File: src/rtl/lsu_consts.svh
//////////////////////////////////////////////////////////////////////
// Width and access size constants for the load/store unit
// Included by the package and by every RTL module that sizes ports
//////////////////////////////////////////////////////////////////////

`ifndef LSU_CONSTS_SVH
`define LSU_CONSTS_SVH

// Data path widths
`define LSU_WORD_W      32          // Data and address width
`define LSU_SEL_W       4           // Byte selects per word
`define LSU_HALF_W      16          // Halfword lane width
`define LSU_BYTE_W      8           // Byte lane width

// Access size codes, as decoded in the X stage
`define LSU_SIZE_W      2
`define LSU_SIZE_BYTE   2'b00
`define LSU_SIZE_HWORD  2'b11
`define LSU_SIZE_WORD   2'b10       // Code 01 never issued

`endif

File: src/rtl/lsu_pkg.sv
//////////////////////////////////////////////////////////////////////
// Shared types of the load/store unit
// Imported by the RTL modules and by the testbench model
//////////////////////////////////////////////////////////////////////

`include "lsu_consts.svh"

package lsu_pkg;

    // One data word, seen as byte lanes or as halfword lanes
    // Lane 3 and halfword 1 are the most significant
    // Big-endian, so address bits 00 name lane 3
    typedef union packed
    {
        logic [`LSU_SEL_W-1:0][`LSU_BYTE_W-1:0] b;    // Byte lanes
        logic [1:0][`LSU_HALF_W-1:0]            h;    // Halfword lanes
    } lsu_lane_u;

    // Access as held in the M stage
    typedef struct packed
    {
        logic [`LSU_SIZE_W-1:0] size;         // Byte, halfword or word
        logic                   sign_ext;     // Sign-extend on load
        logic [`LSU_SEL_W-1:0]  sel;          // Big-endian byte enables
        lsu_lane_u              store_data;   // Operand in every lane
    } lsu_mreq_t;

    // Registered Wishbone master outputs
    // Stb follows cyc, so it has no field of its own
    typedef struct packed
    {
        logic [`LSU_WORD_W-1:0] adr;
        logic [`LSU_WORD_W-1:0] dat;
        logic [`LSU_SEL_W-1:0]  sel;
        logic                   cyc;
        logic                   we;
    } wb_req_t;

endpackage

File: src/rtl/lsu_store_format.sv
//////////////////////////////////////////////////////////////////////
// X stage of the load/store unit: byte enables, store lane copies
// and the X/M stage register, frozen while the M stage stalls
//////////////////////////////////////////////////////////////////////

`timescale 1ns/100ps

`include "lsu_consts.svh"

module lsu_store_format
    import lsu_pkg::*;
(
    input  logic                   clk_i,
    input  logic                   rst_n_i,
    input  logic                   stall_m_i,           // Holds the X/M register
    input  logic [`LSU_SIZE_W-1:0] size_x_i,            // Access size in X
    input  logic                   sign_ext_x_i,        // Load sign extension
    input  logic [1:0]             addr_lsb_x_i,        // Byte offset in word
    input  logic [`LSU_WORD_W-1:0] store_operand_x_i,   // Register operand
    output lsu_mreq_t              mreq_o               // M stage access
);

    logic [`LSU_SEL_W-1:0] sel_x;     // Byte enables for this access
    lsu_lane_u             lanes_x;   // Operand copied into lanes

    //////////////////////////////////////////////////////////////////////
    // Byte enables, most significant lane at offset 00
    //////////////////////////////////////////////////////////////////////
    always_comb
    begin
        casez ({size_x_i, addr_lsb_x_i})
            {`LSU_SIZE_BYTE, 2'b00}:  sel_x = 4'b1000;
            {`LSU_SIZE_BYTE, 2'b01}:  sel_x = 4'b0100;
            {`LSU_SIZE_BYTE, 2'b10}:  sel_x = 4'b0010;
            {`LSU_SIZE_BYTE, 2'b11}:  sel_x = 4'b0001;
            {`LSU_SIZE_HWORD, 2'b0?}: sel_x = 4'b1100;   // Upper halfword
            {`LSU_SIZE_HWORD, 2'b1?}: sel_x = 4'b0011;   // Lower halfword
            {`LSU_SIZE_WORD, 2'b??}:  sel_x = 4'b1111;
            default:                  sel_x = 4'b0000;   // Unused size code
        endcase
    end

    //////////////////////////////////////////////////////////////////////
    // Store data replication
    //////////////////////////////////////////////////////////////////////
    // Every lane carries the operand, the selects pick the live one
    always_comb
    begin
        case (size_x_i)
            `LSU_SIZE_BYTE:
                lanes_x.b = {`LSU_SEL_W{store_operand_x_i[`LSU_BYTE_W-1:0]}};
            `LSU_SIZE_HWORD:
                lanes_x.h = {2{store_operand_x_i[`LSU_HALF_W-1:0]}};
            `LSU_SIZE_WORD:
                lanes_x = store_operand_x_i;               // Already in place
            default:
                lanes_x = '0;
        endcase
    end

    // X/M stage register
    always_ff @(posedge clk_i or negedge rst_n_i)
    begin
        if (!rst_n_i)
        begin
            mreq_o <= '0;
        end
        else if (!stall_m_i)                    // Advance only when M moves
        begin
            mreq_o.size       <= size_x_i;
            mreq_o.sign_ext   <= sign_ext_x_i;
            mreq_o.sel        <= sel_x;
            mreq_o.store_data <= lanes_x;
        end
    end

endmodule

File: src/rtl/lsu_bus_master.sv
//////////////////////////////////////////////////////////////////////
// Single-access Wishbone master of the load/store unit
// Issues store writes and load reads, owns the load stall
//////////////////////////////////////////////////////////////////////

`timescale 1ns/100ps

`include "lsu_consts.svh"

module lsu_bus_master
    import lsu_pkg::*;
(
    input  logic                   clk_i,
    input  logic                   rst_n_i,
    input  logic                   stall_x_i,
    input  logic                   stall_m_i,
    input  logic                   kill_m_i,         // Cancels a pending load
    input  logic                   exception_m_i,    // Same effect as kill
    input  logic                   load_q_x_i,       // Load in X
    input  logic                   load_q_m_i,       // Load in M
    input  logic                   store_q_m_i,      // Store in M
    input  logic [`LSU_WORD_W-1:0] addr_m_i,
    input  lsu_mreq_t              mreq_i,           // From the X/M register
    input  logic [`LSU_WORD_W-1:0] d_dat_i,
    input  logic                   d_ack_i,
    input  logic                   d_err_i,
    output wb_req_t                wb_o,             // Registered bus outputs
    output logic [`LSU_WORD_W-1:0] rd_data_o,        // Last word read
    output logic                   stall_wb_load_o   // Hold pipeline for load
);

    logic bus_idle;     // No cycle in progress
    logic cyc_end;      // Slave ends the cycle this clock
    logic start_wr;     // Store leaves M
    logic start_rd;     // Pending load gets the bus
    logic load_done;    // Read word for the load in M is captured

    assign bus_idle = !wb_o.cyc;
    assign cyc_end  = wb_o.cyc && (d_ack_i || d_err_i);   // Err ends like ack
    assign start_wr = bus_idle && store_q_m_i && !stall_m_i;
    assign start_rd = bus_idle && !start_wr && load_q_m_i && !load_done;

    //////////////////////////////////////////////////////////////////////
    // Bus cycle
    //////////////////////////////////////////////////////////////////////
    always_ff @(posedge clk_i or negedge rst_n_i)
    begin
        if (!rst_n_i)
        begin
            wb_o <= '0;
        end
        else if (cyc_end)
        begin
            wb_o.cyc <= 1'b0;                   // Drop one edge after ack
            wb_o.we  <= 1'b0;
        end
        else if (start_wr || start_rd)
        begin
            wb_o.adr <= addr_m_i;
            wb_o.sel <= mreq_i.sel;
            wb_o.cyc <= 1'b1;
            wb_o.we  <= start_wr;
            if (start_wr)
                wb_o.dat <= mreq_i.store_data;  // Lanes already replicated
        end
    end

    // Read word and load-complete flag
    always_ff @(posedge clk_i or negedge rst_n_i)
    begin
        if (!rst_n_i)
        begin
            rd_data_o <= '0;
            load_done <= 1'b0;
        end
        else
        begin
            if (cyc_end)
                rd_data_o <= d_dat_i;           // Taken on err as well
            if (!stall_m_i)
                load_done <= 1'b0;              // Load has left M
            else if (cyc_end && !wb_o.we)
                load_done <= 1'b1;              // Stores never set it
        end
    end

    //////////////////////////////////////////////////////////////////////
    // Load stall
    //////////////////////////////////////////////////////////////////////
    // Raised as a load enters M, dropped once its read starts
    always_ff @(posedge clk_i or negedge rst_n_i)
    begin
        if (!rst_n_i)
            stall_wb_load_o <= 1'b0;
        else if (kill_m_i || exception_m_i)     // Cancelled load wins
            stall_wb_load_o <= 1'b0;
        else if (load_q_x_i && !stall_x_i)
            stall_wb_load_o <= 1'b1;
        else if (start_rd)
            stall_wb_load_o <= 1'b0;            // Cyc keeps the pipe stalled
    end

endmodule

File: src/rtl/lsu_load_align.sv
//////////////////////////////////////////////////////////////////////
// W stage of the load/store unit: M/W register, lane selection
// and sign or zero extension of the loaded field
//////////////////////////////////////////////////////////////////////

`timescale 1ns/100ps

`include "lsu_consts.svh"

module lsu_load_align
    import lsu_pkg::*;
(
    input  logic                   clk_i,
    input  logic                   rst_n_i,
    input  logic [`LSU_WORD_W-1:0] rd_data_i,      // Captured bus word
    input  logic [`LSU_SIZE_W-1:0] size_m_i,
    input  logic                   sign_ext_m_i,
    input  logic [1:0]             addr_lsb_m_i,   // Byte offset in M
    output logic [`LSU_WORD_W-1:0] load_data_w_o   // Aligned load result
);

    lsu_lane_u              data_w;      // Word in W, seen as lanes
    logic [`LSU_SIZE_W-1:0] size_w;
    logic                   sign_ext_w;
    logic [1:0]             addr_lsb_w;
    logic [`LSU_BYTE_W-1:0] byte_w;      // Addressed byte
    logic [`LSU_HALF_W-1:0] half_w;      // Addressed halfword

    // M/W stage register, no stall in this stage
    always_ff @(posedge clk_i or negedge rst_n_i)
    begin
        if (!rst_n_i)
        begin
            data_w     <= '0;
            size_w     <= '0;
            sign_ext_w <= 1'b0;
            addr_lsb_w <= '0;
        end
        else
        begin
            data_w     <= rd_data_i;
            size_w     <= size_m_i;
            sign_ext_w <= sign_ext_m_i;
            addr_lsb_w <= addr_lsb_m_i;
        end
    end

    // Big-endian lanes, so offset 00 reads lane 3
    assign byte_w = data_w.b[~addr_lsb_w];
    assign half_w = data_w.h[~addr_lsb_w[1]];

    //////////////////////////////////////////////////////////////////////
    // Extension
    //////////////////////////////////////////////////////////////////////
    always_comb
    begin
        case (size_w)
            `LSU_SIZE_BYTE:
                load_data_w_o = {{(`LSU_WORD_W-`LSU_BYTE_W){sign_ext_w & byte_w[7]}}, byte_w};
            `LSU_SIZE_HWORD:
                load_data_w_o = {{(`LSU_WORD_W-`LSU_HALF_W){sign_ext_w & half_w[15]}}, half_w};
            `LSU_SIZE_WORD:
                load_data_w_o = data_w;            // Whole word unchanged
            default:
                load_data_w_o = '0;
        endcase
    end

endmodule

File: src/rtl/lsu_top.sv
//////////////////////////////////////////////////////////////////////
// Load/store unit top level, X to W stages on a Wishbone data bus
//////////////////////////////////////////////////////////////////////

`timescale 1ns/100ps

`include "lsu_consts.svh"

module lsu_top
    import lsu_pkg::*;
(
    input  logic                   clk_i,
    input  logic                   rst_n_i,
    // Pipeline control
    input  logic                   stall_x_i,
    input  logic                   stall_m_i,
    input  logic                   kill_m_i,
    input  logic                   exception_m_i,
    input  logic                   load_q_x_i,
    input  logic                   load_q_m_i,
    input  logic                   store_q_m_i,
    // Access in X and M
    input  logic [`LSU_WORD_W-1:0] store_operand_x_i,
    input  logic [`LSU_WORD_W-1:0] addr_x_i,
    input  logic [`LSU_WORD_W-1:0] addr_m_i,
    input  logic [`LSU_SIZE_W-1:0] size_x_i,
    input  logic                   sign_ext_x_i,
    // To pipeline
    output logic [`LSU_WORD_W-1:0] load_data_w_o,
    output logic                   stall_wb_load_o,
    // Wishbone data bus
    input  logic [`LSU_WORD_W-1:0] d_dat_i,
    input  logic                   d_ack_i,
    input  logic                   d_err_i,
    output logic [`LSU_WORD_W-1:0] d_dat_o,
    output logic [`LSU_WORD_W-1:0] d_adr_o,
    output logic [`LSU_SEL_W-1:0]  d_sel_o,
    output logic                   d_cyc_o,
    output logic                   d_stb_o,
    output logic                   d_we_o
);

    lsu_mreq_t              mreq_m;      // X/M register contents
    wb_req_t                wb_req;      // Bus master outputs
    logic [`LSU_WORD_W-1:0] rd_data_m;   // Word read from the bus

    lsu_store_format u_store_format (
        .clk_i, .rst_n_i, .stall_m_i, .size_x_i, .sign_ext_x_i,
        .addr_lsb_x_i      (addr_x_i[1:0]),      // Only the offset matters here
        .store_operand_x_i,
        .mreq_o            (mreq_m)
    );

    lsu_bus_master u_bus_master (
        .clk_i, .rst_n_i, .stall_x_i, .stall_m_i, .kill_m_i, .exception_m_i,
        .load_q_x_i, .load_q_m_i, .store_q_m_i, .addr_m_i,
        .mreq_i          (mreq_m),
        .d_dat_i, .d_ack_i, .d_err_i,
        .wb_o            (wb_req),
        .rd_data_o       (rd_data_m),
        .stall_wb_load_o
    );

    lsu_load_align u_load_align (
        .clk_i, .rst_n_i,
        .rd_data_i     (rd_data_m),
        .size_m_i      (mreq_m.size),
        .sign_ext_m_i  (mreq_m.sign_ext),
        .addr_lsb_m_i  (addr_m_i[1:0]),
        .load_data_w_o
    );

    // Wishbone port unpacking
    assign d_adr_o = wb_req.adr;
    assign d_dat_o = wb_req.dat;
    assign d_sel_o = wb_req.sel;
    assign d_cyc_o = wb_req.cyc;
    assign d_stb_o = wb_req.cyc;    // One strobe per cycle
    assign d_we_o  = wb_req.we;

endmodule

File: config.mk
export PLATFORM = sky130hd
export DESIGN_NAME = lsu_top
export DESIGN_NICKNAME = d
export VERILOG_FILES = /design/src/rtl/lsu_pkg.sv /design/src/rtl/lsu_store_format.sv /design/src/rtl/lsu_bus_master.sv /design/src/rtl/lsu_load_align.sv /design/src/rtl/lsu_top.sv
export VERILOG_INCLUDE_DIRS = /design/src /design/src/rtl
export SDC_FILE = /design/constraint.sdc
export NUM_CORES = 1
export LEC_CHECK = 0
export BUFFER_PORTS_ARGS = -buffer_cell sky130_fd_sc_hd__buf_2
export CORE_MARGIN = 10
export CORE_UTILIZATION = 26
export CTS_BUF_LIST = sky130_fd_sc_hd__clkbuf_8
export CTS_CLUSTER_SIZE = 14
export DETAILED_ROUTE_END_ITERATION = 8
export PLACE_DENSITY_LB_ADDON = 0.1
export SLEW_MARGIN = 30
export SYNTH_ARGS = -nofsm -noshare
export SYNTH_HDL_FRONTEND = slang
export SYNTH_SLANG_ARGS = --single-unit
File: constraint.sdc
create_clock -name clk_i -period 2.6 [get_ports clk_i]
set_input_delay 0.52 -clock clk_i [delete_from_list [all_inputs] [get_ports clk_i]]
set_output_delay 0.52 -clock clk_i [all_outputs]
set_load 0.01 [all_outputs]
==> impl_metrics.env, run 1 <==
export IMPL_num_io_pins=246
export IMPL_syn_nets=689
export IMPL_global_route_wire_length_before_repair_mm=33.93
export IMPL_globalplace_congestion=0.8283
export IMPL_worst_clock_skew_ps=16.20
export IMPL_p_total_mw=8.289
export IMPL_holdPathStages=1
export IMPL_cts_made_buffers=17
export IMPL_reg2regPathDepth=4
export IMPL_cts_max_level=4
export IMPL_nFillCells=2879
export IMPL_drv_slew=0
export IMPL_detail_route_iter0_violations=230
export IMPL_seq_power_share_pct=49.3
export IMPL_dpl_hpwl_mm=16.39
export IMPL_die_y_microns=188.6
export IMPL_design_final_nets=904
export IMPL_cellInternalPower_mw=5.497
export IMPL_timing_worst_slew_pin_value_ps=760.4
export IMPL_floorplan_die_area_sq_um=35550
export IMPL_cts_sink_count=180
export IMPL_multi_input_comb_area_sq_um=2695
export IMPL_slew_headroom_pct=49.20
export IMPL_worst_ir_drop_vdd_mv=0.3090
export IMPL_path_depth=5
export IMPL_detail_route_vias_per_cell=4.408
export IMPL_clock_insertion_delay_worst_skew_ps=450
export IMPL_seq_area_sq_um=4508
export IMPL_share_of_post_route_cells_with_drive_strength_above_1_pct=51.35
export IMPL_critical_path_top_delay_family="flip-flops"
export IMPL_syn_to_final_growth_pct=26.41
export IMPL_powerDensity_nw_per_um2=887.7
export IMPL_synth_top_cells_by_area="dfrtp_1, mux2_2, mux2i_1, nand2_1, o21ai_0"
export IMPL_synthDominantCellAreaShare_pct=60.98
export IMPL_grt_antenna_before_repair=3
export IMPL_postRouteWirelength_mm=21.63
export IMPL_pwr_share_clk_pct=22.4
export IMPL_synth_seq_cells=180
export IMPL_synth_ff_type="dfrtp_1"
export IMPL_worst_slack_ps=48.83
export IMPL_worst_setup_path_start_kind="register"
export IMPL_synth_commonest_cells="dfrtp_1, mux2_2, nand2_1, o21ai_0, mux2i_1"
export IMPL_synthesis_instances=547
export IMPL_slowest_delay_ps=450
export IMPL_row_count=61
export IMPL_setup_repair_after_global_routing_missed_its_margin="yes"
export IMPL_run_status="complete, no violations"
export IMPL_timing_fmax_mhz=392.0
export IMPL_net_sw_power_mw=2.792
export IMPL_layout_min_cycle_time_ps=2551
export IMPL_p_leak_nw=4.401
export IMPL_overflow=0
export IMPL_initial_utilization_pct=26.44
export IMPL_combinationalPowerShare_pct=28.3
export IMPL_detailedRoute_firstPassIterationCount=4
export IMPL_finalHoldViolations=0
export IMPL_yosysMostFrequentCell="dfrtp_1"
export IMPL_synthArstFlopShare_pct=100.0
export IMPL_grt_use_total_pct=12.21
export IMPL_min_delay_path_class="input pin to register"
export IMPL_io_buffer_count=215
export IMPL_grt_pass1_vias=5729
export IMPL_worstPathBufferInverterCount=2
export IMPL_final_period_utilization_pct=98.12
export IMPL_yosysUniqueCellTypes=43
export IMPL_crit_path_max_fanout=25
export IMPL_synth_cell_area_sq_um=7387
export IMPL_overall_die_width_microns=188.6
export IMPL_tritoncts="yes"
export IMPL_synth_edf_count=0
export IMPL_antenna_violating_nets_post_route=0
export IMPL_report_final_setup_viol=0
export IMPL_detail_route_wl_per_cell_microns=18.71
export IMPL_post_place_ws_ps=409.3
export IMPL_max_cap_viol_count=0
export IMPL_critPathArrivalTime_ps=2030
export IMPL_max_clock_path_buffers=2
export IMPL_via_count=5096
export IMPL_setup_worst_path_end_class="primary output"
export IMPL_cts_root_buf="clkbuf_8"
export IMPL_cp_data_required_time_ps=2080
export IMPL_setup_total_negative_slack_ps=0
export IMPL_sw_frac_of_total_pct=33.68
export IMPL_synth_area_per_cell_sq_um=13.50
export IMPL_synth_yosys_seq_area_share_pct=60.98
export IMPL_worstSetupPathType="register to primary output"
export IMPL_netlist_top_cell_by_area="dfrtp_1"
export IMPL_synthesis_yosys_warnings=0
export IMPL_clk_transition_reported_paths_ps=90
export IMPL_crit_path_top_delay_cell="dfrtp_2"
export IMPL_placeableCoreArea_sq_um=27930
export IMPL_timing_critical_path_cells="or3b_4, a2bb2oi_2, buf_12, o22ai_1, buf_2"
export IMPL_remaining_drc_errors=0
export IMPL_grt_max_degree=63
==> placed cells by master (no fill, tap or decap), drive strengths merged, types with 3 or more instances in the layout <==
| cell | Yosys | routed |
|---|---|---|
| a21oi | 13 | 13 |
| a221o | 7 | 7 |
| a22oi | 8 | 8 |
| buf | 18 | 231 |
| clkbuf | 19 | 18 |
| clkinv | 1 | 6 |
| dfrtp | 180 | 180 |
| diode | 0 | 3 |
| inv | 4 | 12 |
| mux2 | 112 | 112 |
| mux2i | 25 | 25 |
| nand2 | 51 | 51 |
| nand2b | 6 | 6 |
| nor2 | 12 | 12 |
| nor2b | 4 | 4 |
| nor3b | 8 | 8 |
| o211ai | 16 | 16 |
| o21ai | 31 | 31 |
| o22ai | 8 | 8 |
| o2bb2ai | 8 | 8 |
==> layout make-up <==
cell class / instances / area share, %
Tap cell: 378 / 5.065
Sequential cell: 180 / 48.28
Timing Repair Buffer: 233 / 13.49
Multi-Input combinational cell: 325 / 28.86
Clock inverter: 15 / 1.514
Inverter: 5 / 0.2010
Clock buffer: 17 / 2.506
Antenna cell: 3 / 0.08040
==> power groups by stage <==
stage / logic [mW] / registers [mW] / clock network, mW
final: 2.35 / 4.08 / 1.86
after floorplan: 1.20 / 4.20 / 0
after CTS: 2.42 / 4.11 / 1.94
after global routing: 2.58 / 4.21 / 2.06
after global placement: 2.37 / 4.13 / 0
after detailed placement: 2.40 / 4.16 / 0
==> repair_timing <==
action / CTS / global route
setup endpoints to repair: 32 / 24
pin swaps: 0 / 2
hold endpoints to repair: 38 / 0
resized for setup: 5 / 3
setup buffers: 2 / 0
hold buffers: 1 / 0
==> worst paths after layout <==
check | startpoint | slack (ps) | to
hold / removal | addr_m_i[0] | 200 | u_load_align.addr_lsb_w[0]$_DFF_PN0_
min in group asynchronous | rst_n_i | 550 | u_bus_master.rd_data_o[12]$_DFFE_PN0N_
setup reg to reg | u_bus_master.load_done$_DFFE_PN0P_ | 940 | u_bus_master.wb_o[58]$_DFFE_PN0P_
setup / recovery | u_load_align.size_w[1]$_DFF_PN0_ | 50 | load_data_w_o[8]
max in group asynchronous | rst_n_i | 1340 | u_bus_master.rd_data_o[24]$_DFFE_PN0N_
hold reg to reg | u_bus_master.rd_data_o[30]$_DFFE_PN0N_ | 360 | u_load_align.data_w[30]$_DFF_PN0_
==> routing by layer <==
layer	wire length [microns]	vias up	GRT usage, %
met2	10910	149	20.81
met1	9018	2533	14.02
li1	-	2386	-
met5	11	-	0
met3	1378	26	4.376
met4	316	2	3.724
==> per-stage QoR <==
stage                     util [%]  cell area, sq um  instances  hold slack (ps)
after detailed placement     31.87              8902       1118            355.4
after global placement       31.87              8902       1118            353.4
after CTS                    33.36              9318       1153            150.7
after floorplan                  -              7387        547            224.4
final                        33.43              9338       1156            199.0
after global routing         33.40              9330       1153            154.2
==> state kept, by name (all words and copies together) (netlist names) <==
register	flops
u_bus_master.stall_wb_load_o	1
u_bus_master.load_done	1
u_load_align.sign_ext_w	1
u_load_align.size_w	2
u_bus_master.rd_data_o	32
u_load_align.data_w	32
u_load_align.addr_lsb_w	2
u_store_format.mreq_o	39
u_bus_master.wb_o	70
==> logic make-up (layout without fill, tap and decap cells) <==
logic type,after synthesis,after routing,share of synthesized area [%]
compound gates,100,100,9.943
xor+xnor,1,1,0.1186
buf+inv,42,270,2.913
flops,180,180,60.98
mux,137,137,20.46
other cells,0,3,0
simple gates,87,87,5.589
==> worst reg2reg max path, delay by kind of cell (launching register included) <==
kind / cells / cell delay (ps)
AOI/OAI and AO/OA: 1 / 120
buffers and inverters: 1 / 430
DFF: 1 / 410
muxes: 1 / 400
and+or+nand+nor: 1 / 190
Power figures use the tool's default switching activity.
==> run 2: changes to the inputs <==
--- a/config.mk
+++ b/config.mk
@@ -12,7 +12,7 @@
 export CTS_BUF_LIST = sky130_fd_sc_hd__clkbuf_8
 export CTS_CLUSTER_SIZE = 14
 export DETAILED_ROUTE_END_ITERATION = 8
-export PLACE_DENSITY_LB_ADDON = 0.1
+export RECOVER_POWER = 100
 export SLEW_MARGIN = 30
 export SYNTH_ARGS = -nofsm -noshare
 export SYNTH_HDL_FRONTEND = slang
==> impl_metrics.env, run 2 (synthesis results as in run 1) <==
export IMPL_cts_made_buffers=17
export IMPL_setup_repair_after_global_routing_missed_its_margin="yes"
export IMPL_worst_clock_skew_ps=21.77
export IMPL_grt_busiest_layer="met2"
export IMPL_remaining_drc_errors=0
export IMPL_num_io_pins=246
export IMPL_dpl_hpwl_mm=15.51
export IMPL_antenna_violating_nets_post_route=0
export IMPL_max_cap_viol_count=1
export IMPL_placeableCoreArea_sq_um=27930
export IMPL_max_clock_path_buffers=2
export IMPL_run_status="finished, violations left"
export IMPL_clk_transition_reported_paths_ps=120
export IMPL_top_regs="u_bus_master.wb_o x70, u_store_format.mreq_o x39"
export IMPL_grt_pass1_vias=5473
export IMPL_die_y_microns=188.6
export IMPL_p_leak_nw=4.196
export IMPL_setup_worst_path_end_class="primary output"
export IMPL_floorplan_die_area_sq_um=35550
export IMPL_timing_fmax_mhz=394.5
export IMPL_postRouteWirelength_mm=20.74
export IMPL_via_count=5134
export IMPL_worst_ir_drop_vdd_mv=0.4877
export IMPL_tritoncts="yes"
export IMPL_layout_commonest_cell="dfrtp_1"
export IMPL_nFillCells=2901
export IMPL_stdcell_count=1163
export IMPL_grt_max_degree=78
export IMPL_registers_top_by_ff_count="u_bus_master.wb_o"
export IMPL_grt_antenna_before_repair=4
export IMPL_grt_use_total_pct=11.56
export IMPL_share_of_post_route_cells_with_drive_strength_above_1_pct=41.58
export IMPL_slew_headroom_pct=-30.16
export IMPL_final_period_utilization_pct=97.50
export IMPL_io_buffer_count=215
export IMPL_globalplace_congestion=0.7630
export IMPL_design_final_nets=913
export IMPL_seq_power_share_pct=49.7
export IMPL_sw_frac_of_total_pct=33.21
export IMPL_report_final_setup_viol=0
export IMPL_crit_path_max_fanout=25
export IMPL_critPathArrivalTime_ps=2010
export IMPL_net_sw_power_mw=2.731
export IMPL_combinationalPowerShare_pct=27.1
export IMPL_cellInternalPower_mw=5.493
export IMPL_detail_route_wl_per_cell_microns=17.83
export IMPL_p_total_mw=8.224
export IMPL_initial_utilization_pct=26.44
export IMPL_cts_root_buf="clkbuf_8"
export IMPL_cts_max_level=4
export IMPL_detailedRoute_firstPassIterationCount=4
export IMPL_syn_to_final_growth_pct=25.15
export IMPL_detail_route_iter0_violations=216
export IMPL_overflow=0
export IMPL_worstSetupPathType="register to primary output"
export IMPL_powerDensity_nw_per_um2=889.6
export IMPL_cts_sink_count=180
export IMPL_grt_use_met2_pct=18.44
export IMPL_min_delay_path_class="input pin to register"
export IMPL_worst_setup_path_start_kind="register"
export IMPL_layout_common_cells="dfrtp_1, buf_2, mux2_2"
export IMPL_layout_min_cycle_time_ps=2535
export IMPL_largest_reg_flops=70
export IMPL_seq_area_sq_um=4508
export IMPL_violations_in_the_final_reports="max-capacitance violations, max-slew violations"
export IMPL_drv_slew=78
export IMPL_pwr_share_clk_pct=23.3
export IMPL_detail_route_vias_per_cell=4.414
export IMPL_hold_buffers=0
export IMPL_placed_area_sq_um=8950
export IMPL_overall_die_width_microns=188.6
export IMPL_cp_data_required_time_ps=2080
export IMPL_post_placement_cell_count=1121
export IMPL_grtUsageMet1_pct=14.27
export IMPL_row_count=61
export IMPL_clock_insertion_delay_worst_skew_ps=470
export IMPL_finalHoldViolations=0
export IMPL_multi_input_comb_area_sq_um=2681
export IMPL_global_route_wire_length_before_repair_mm=32.36
export IMPL_stdcell_area_sq_um=9245
export IMPL_grt_met3_usage_pct=4.616
export IMPL_timing_worst_slew_pin_value_ps=1952
## run 2: worst max-delay path, cell delays in order (launching register included)
cell,delay [ps]
dfrtp_2,430
or3b_4,430
a2bb2oi_2,160
buf_12,170
o211ai_1,190
buf_2,170
## run 2: cell type report
type	instances	area share [%]
Clock buffer	18	2.680
Timing Repair Buffer	242	12.63
Tap cell	378	5.116
Clock inverter	14	1.583
Multi-Input combinational cell	325	29.00
Inverter	5	0.2030
Sequential cell	180	48.76
Antenna cell	1	0.02707
## run 2: power groups by stage
stage	Clock [mW]	Sequential (mW)	Combinational [mW]
5_1_grt	2.10	4.20	2.47
3_3_place_gp	0	4.12	2.37
2_1_floorplan	0	4.20	1.20
3_5_place_dp	0	4.14	2.40
4_1_cts	2.00	4.09	2.41
6_report	1.91	4.08	2.23
## run 2: through the flow
step / worst slack [ps] / setup TNS, ps / hold slack, ps / util, %
4_1_cts: 7.234 / 0 / 78.38 / 33.53
3_3_place_gp: 406.2 / 0 / 351.2 / 32.04
6_report: 65.06 / 0 / 173.6 / 33.10
5_1_grt: -16.92 / -292.7 / 134.6 / 33.09
2_1_floorplan: 667.0 / 0 / 224.4 / -
3_5_place_dp: 382.5 / 0 / 356.7 / 32.04
## run 2: metal layers
layer | share of wire [%] | up-vias
met1 | 43 | 2529
met3 | 8.3 | 23
li1 | - | 2398
met4 | 1.1 | 6
met5 | 0.19 | -
met2 | 48 | 178
## run 2: worst paths after layout
kind                                                             start                                        to  slack, ps  cells past startpoint
min in group asynchronous                                      rst_n_i    u_bus_master.rd_data_o[19]$_DFFE_PN0N_        560                      1
worst min-delay path                                          kill_m_i  u_bus_master.stall_wb_load_o$_DFFE_PN0P_        170                      2
worst min register to register  u_bus_master.rd_data_o[20]$_DFFE_PN0N_         u_load_align.data_w[20]$_DFF_PN0_        360                      0
worst max-delay path                  u_load_align.size_w[1]$_DFF_PN0_                         load_data_w_o[18]         70                      5
worst max register to register        u_bus_master.wb_o[1]$_DFFE_PN0P_         u_bus_master.wb_o[12]$_DFFE_PN0P_        330                      3
max in group asynchronous                                      rst_n_i     u_store_format.mreq_o[26]$_DFFE_PN0N_        480                      2
## run 2: timing repair
action / in CTS / in global routing
resized for setup: 6 / 3
endpoints found under the setup margin: 29 / 25
pin swaps: 0 / 2
hold endpoints to repair: 0 / 0
setup buffers: 1 / 8
==> run 3: changes to the inputs <==
--- a/config.mk
+++ b/config.mk
@@ -12,7 +12,7 @@
 export CTS_BUF_LIST = sky130_fd_sc_hd__clkbuf_8
 export CTS_CLUSTER_SIZE = 14
 export DETAILED_ROUTE_END_ITERATION = 8
-export RECOVER_POWER = 100
+export RECOVER_POWER = 25
 export SLEW_MARGIN = 30
 export SYNTH_ARGS = -nofsm -noshare
 export SYNTH_HDL_FRONTEND = slang
==> impl_metrics.env, run 3 (synthesis results as in run 1) <==
export IMPL_crit_path_max_fanout=25
export IMPL_routed_wl_met2_mm=9.832
export IMPL_die_y_microns=188.6
export IMPL_syn_to_final_growth_pct=27.47
export IMPL_slew_headroom_pct=-33.06
export IMPL_row_count=61
export IMPL_largest_reg_flops=70
export IMPL_global_route_wire_length_before_repair_mm=32.36
export IMPL_design_final_nets=913
export IMPL_worstSetupPathType="register to primary output"
export IMPL_nFillCells=2867
export IMPL_worst_ir_drop_vdd_mv=0.5193
export IMPL_reg2regPathDepth=3
export IMPL_worst_clock_skew_ps=23.09
export IMPL_antenna_violating_nets_post_route=0
export IMPL_p_leak_nw=4.449
export IMPL_top_regs="u_bus_master.wb_o x70, u_store_format.mreq_o x39"
export IMPL_hold_buffers=0
export IMPL_num_io_pins=246
export IMPL_postRouteWirelength_mm=20.68
export IMPL_run_status="finished, violations left"
export IMPL_worst_setup_path_start_kind="register"
export IMPL_holdPathStages=2
export IMPL_remaining_drc_errors=0
export IMPL_cts_sink_count=180
export IMPL_placeableCoreArea_sq_um=27930
export IMPL_overall_die_width_microns=188.6
export IMPL_grt_antenna_before_repair=4
export IMPL_final_period_utilization_pct=97.64
export IMPL_setup_repair_after_global_routing_missed_its_margin="yes"
export IMPL_cts_made_buffers=17
export IMPL_registers_top_by_ff_count="u_bus_master.wb_o"
export IMPL_setup_total_negative_slack_ps=0
export IMPL_grt_max_degree=78
export IMPL_cts_root_buf="clkbuf_8"
export IMPL_globalplace_congestion=0.7630
export IMPL_critPathArrivalTime_ps=2020
export IMPL_met3_length_mm=1.619
export IMPL_routedLengthMet1_mm=8.960
export IMPL_tritoncts="yes"
export IMPL_io_buffer_count=215
export IMPL_clock_insertion_delay_worst_skew_ps=470
export IMPL_report_final_setup_viol=0
export IMPL_layout_min_cycle_time_ps=2539
export IMPL_floorplan_die_area_sq_um=35550
export IMPL_drv_slew=77
export IMPL_grt_use_total_pct=11.56
export IMPL_timing_worst_slew_pin_value_ps=1996
export IMPL_via_count=5123
export IMPL_overflow=0
export IMPL_share_of_post_route_cells_with_drive_strength_above_1_pct=51.66
export IMPL_layout_common_cells="buf_2, dfrtp_1, mux2_2"
export IMPL_cts_max_level=4
export IMPL_grt_pass1_vias=5473
export IMPL_max_clock_path_buffers=2
export IMPL_cp_data_required_time_ps=2080
export IMPL_layout_commonest_cell="buf_2"
export IMPL_powerDensity_nw_per_um2=886.9
export IMPL_post_layout_utilization_of_the_core_pct=33.71
export IMPL_timing_fmax_mhz=393.9
export IMPL_detail_route_wl_per_cell_microns=17.79
export IMPL_clk_transition_reported_paths_ps=120
export IMPL_initial_utilization_pct=26.44
export IMPL_setup_worst_path_end_class="primary output"
export IMPL_min_delay_path_class="input pin to register"
export IMPL_detail_route_iter0_violations=222
export IMPL_violations_in_the_final_reports="max-capacitance violations, max-slew violations"
export IMPL_dpl_hpwl_mm=15.51
export IMPL_worst_hold_slack_ps=179.9
export IMPL_finalHoldViolations=0
export IMPL_detail_route_vias_per_cell=4.405
export IMPL_detailedRoute_firstPassIterationCount=4
export IMPL_highest_layer="met5"
export IMPL_max_cap_viol_count=1
[run 3: final timing paths]
path	start	endpoint	slack, ps
max	u_load_align.size_w[1]$_DFF_PN0_	load_data_w_o[18]	60
min	kill_m_i	u_bus_master.stall_wb_load_o$_DFFE_PN0P_	180
max reg2reg	u_bus_master.wb_o[1]$_DFFE_PN0P_	u_bus_master.rd_data_o[3]$_DFFE_PN0N_	1000
min reg2reg	u_bus_master.rd_data_o[20]$_DFFE_PN0N_	u_load_align.data_w[20]$_DFF_PN0_	370
max in group asynchronous	rst_n_i	u_store_format.mreq_o[25]$_DFFE_PN0N_	520
min in group asynchronous	rst_n_i	u_bus_master.rd_data_o[19]$_DFFE_PN0N_	580
[run 3: layout make-up]
type | count | area, sq um | area share [%]
clock inverter | 14 | 146.4 | 1.555
inverter | 5 | 18.77 | 0.1993
tap | 378 | 473.0 | 5.023
multi-input combinational | 325 | 2700 | 28.67
clock buffer | 18 | 247.7 | 2.631
antenna | 1 | 2.502 | 0.02657
timing repair buffer | 242 | 1320 | 14.02
sequential | 180 | 4508 | 47.87
[run 3: critical path, cell delays in order (launching register included)]
cell and delay [ps]:
dfrtp_2 430, or3b_4 430, a2bb2oi_2 160, buf_12 170, o211ai_1 200, buf_2 170
[run 3: metrics by stage]
| step | worst slack [ps] | total power [mW] | area (sq um) | std cells |
|---|---|---|---|---|
| final | 61.24 | 8.351 | 9417 | 1163 |
| after floorplan | 667.0 | 5.397 | 7387 | 547 |
| after global placement | 406.2 | 6.484 | 8950 | 1121 |
| after detailed placement | 382.5 | 6.540 | 8950 | 1121 |
| after global routing | -6.203 | 8.894 | 9414 | 1162 |
| after CTS | 7.234 | 8.502 | 9368 | 1154 |
[run 3: routing by layer]
| layer | up-vias | global-route usage (%) |
|---|---|---|
| met1 | 2525 | 14.27 |
| met3 | 23 | 4.616 |
| met4 | 6 | 2.869 |
| met2 | 163 | 18.44 |
| met5 | - | 0 |
| li1 | 2406 | - |
[run 3: repair_timing]
| action | CTS | global route |
|---|---|---|
| gates resized for setup | 6 | 3 |
| setup buffers | 1 | 8 |
| pin swaps | 0 | 2 |
| setup endpoints to repair | 29 | 25 |
[run 3: power by group]
| group | switching [mW] | internal (mW) | total [mW] |
|---|---|---|---|
| clock network | 1.10 | 0.813 | 1.91 |
| registers | 0.457 | 3.62 | 4.08 |
| logic | 1.17 | 1.19 | 2.36 |
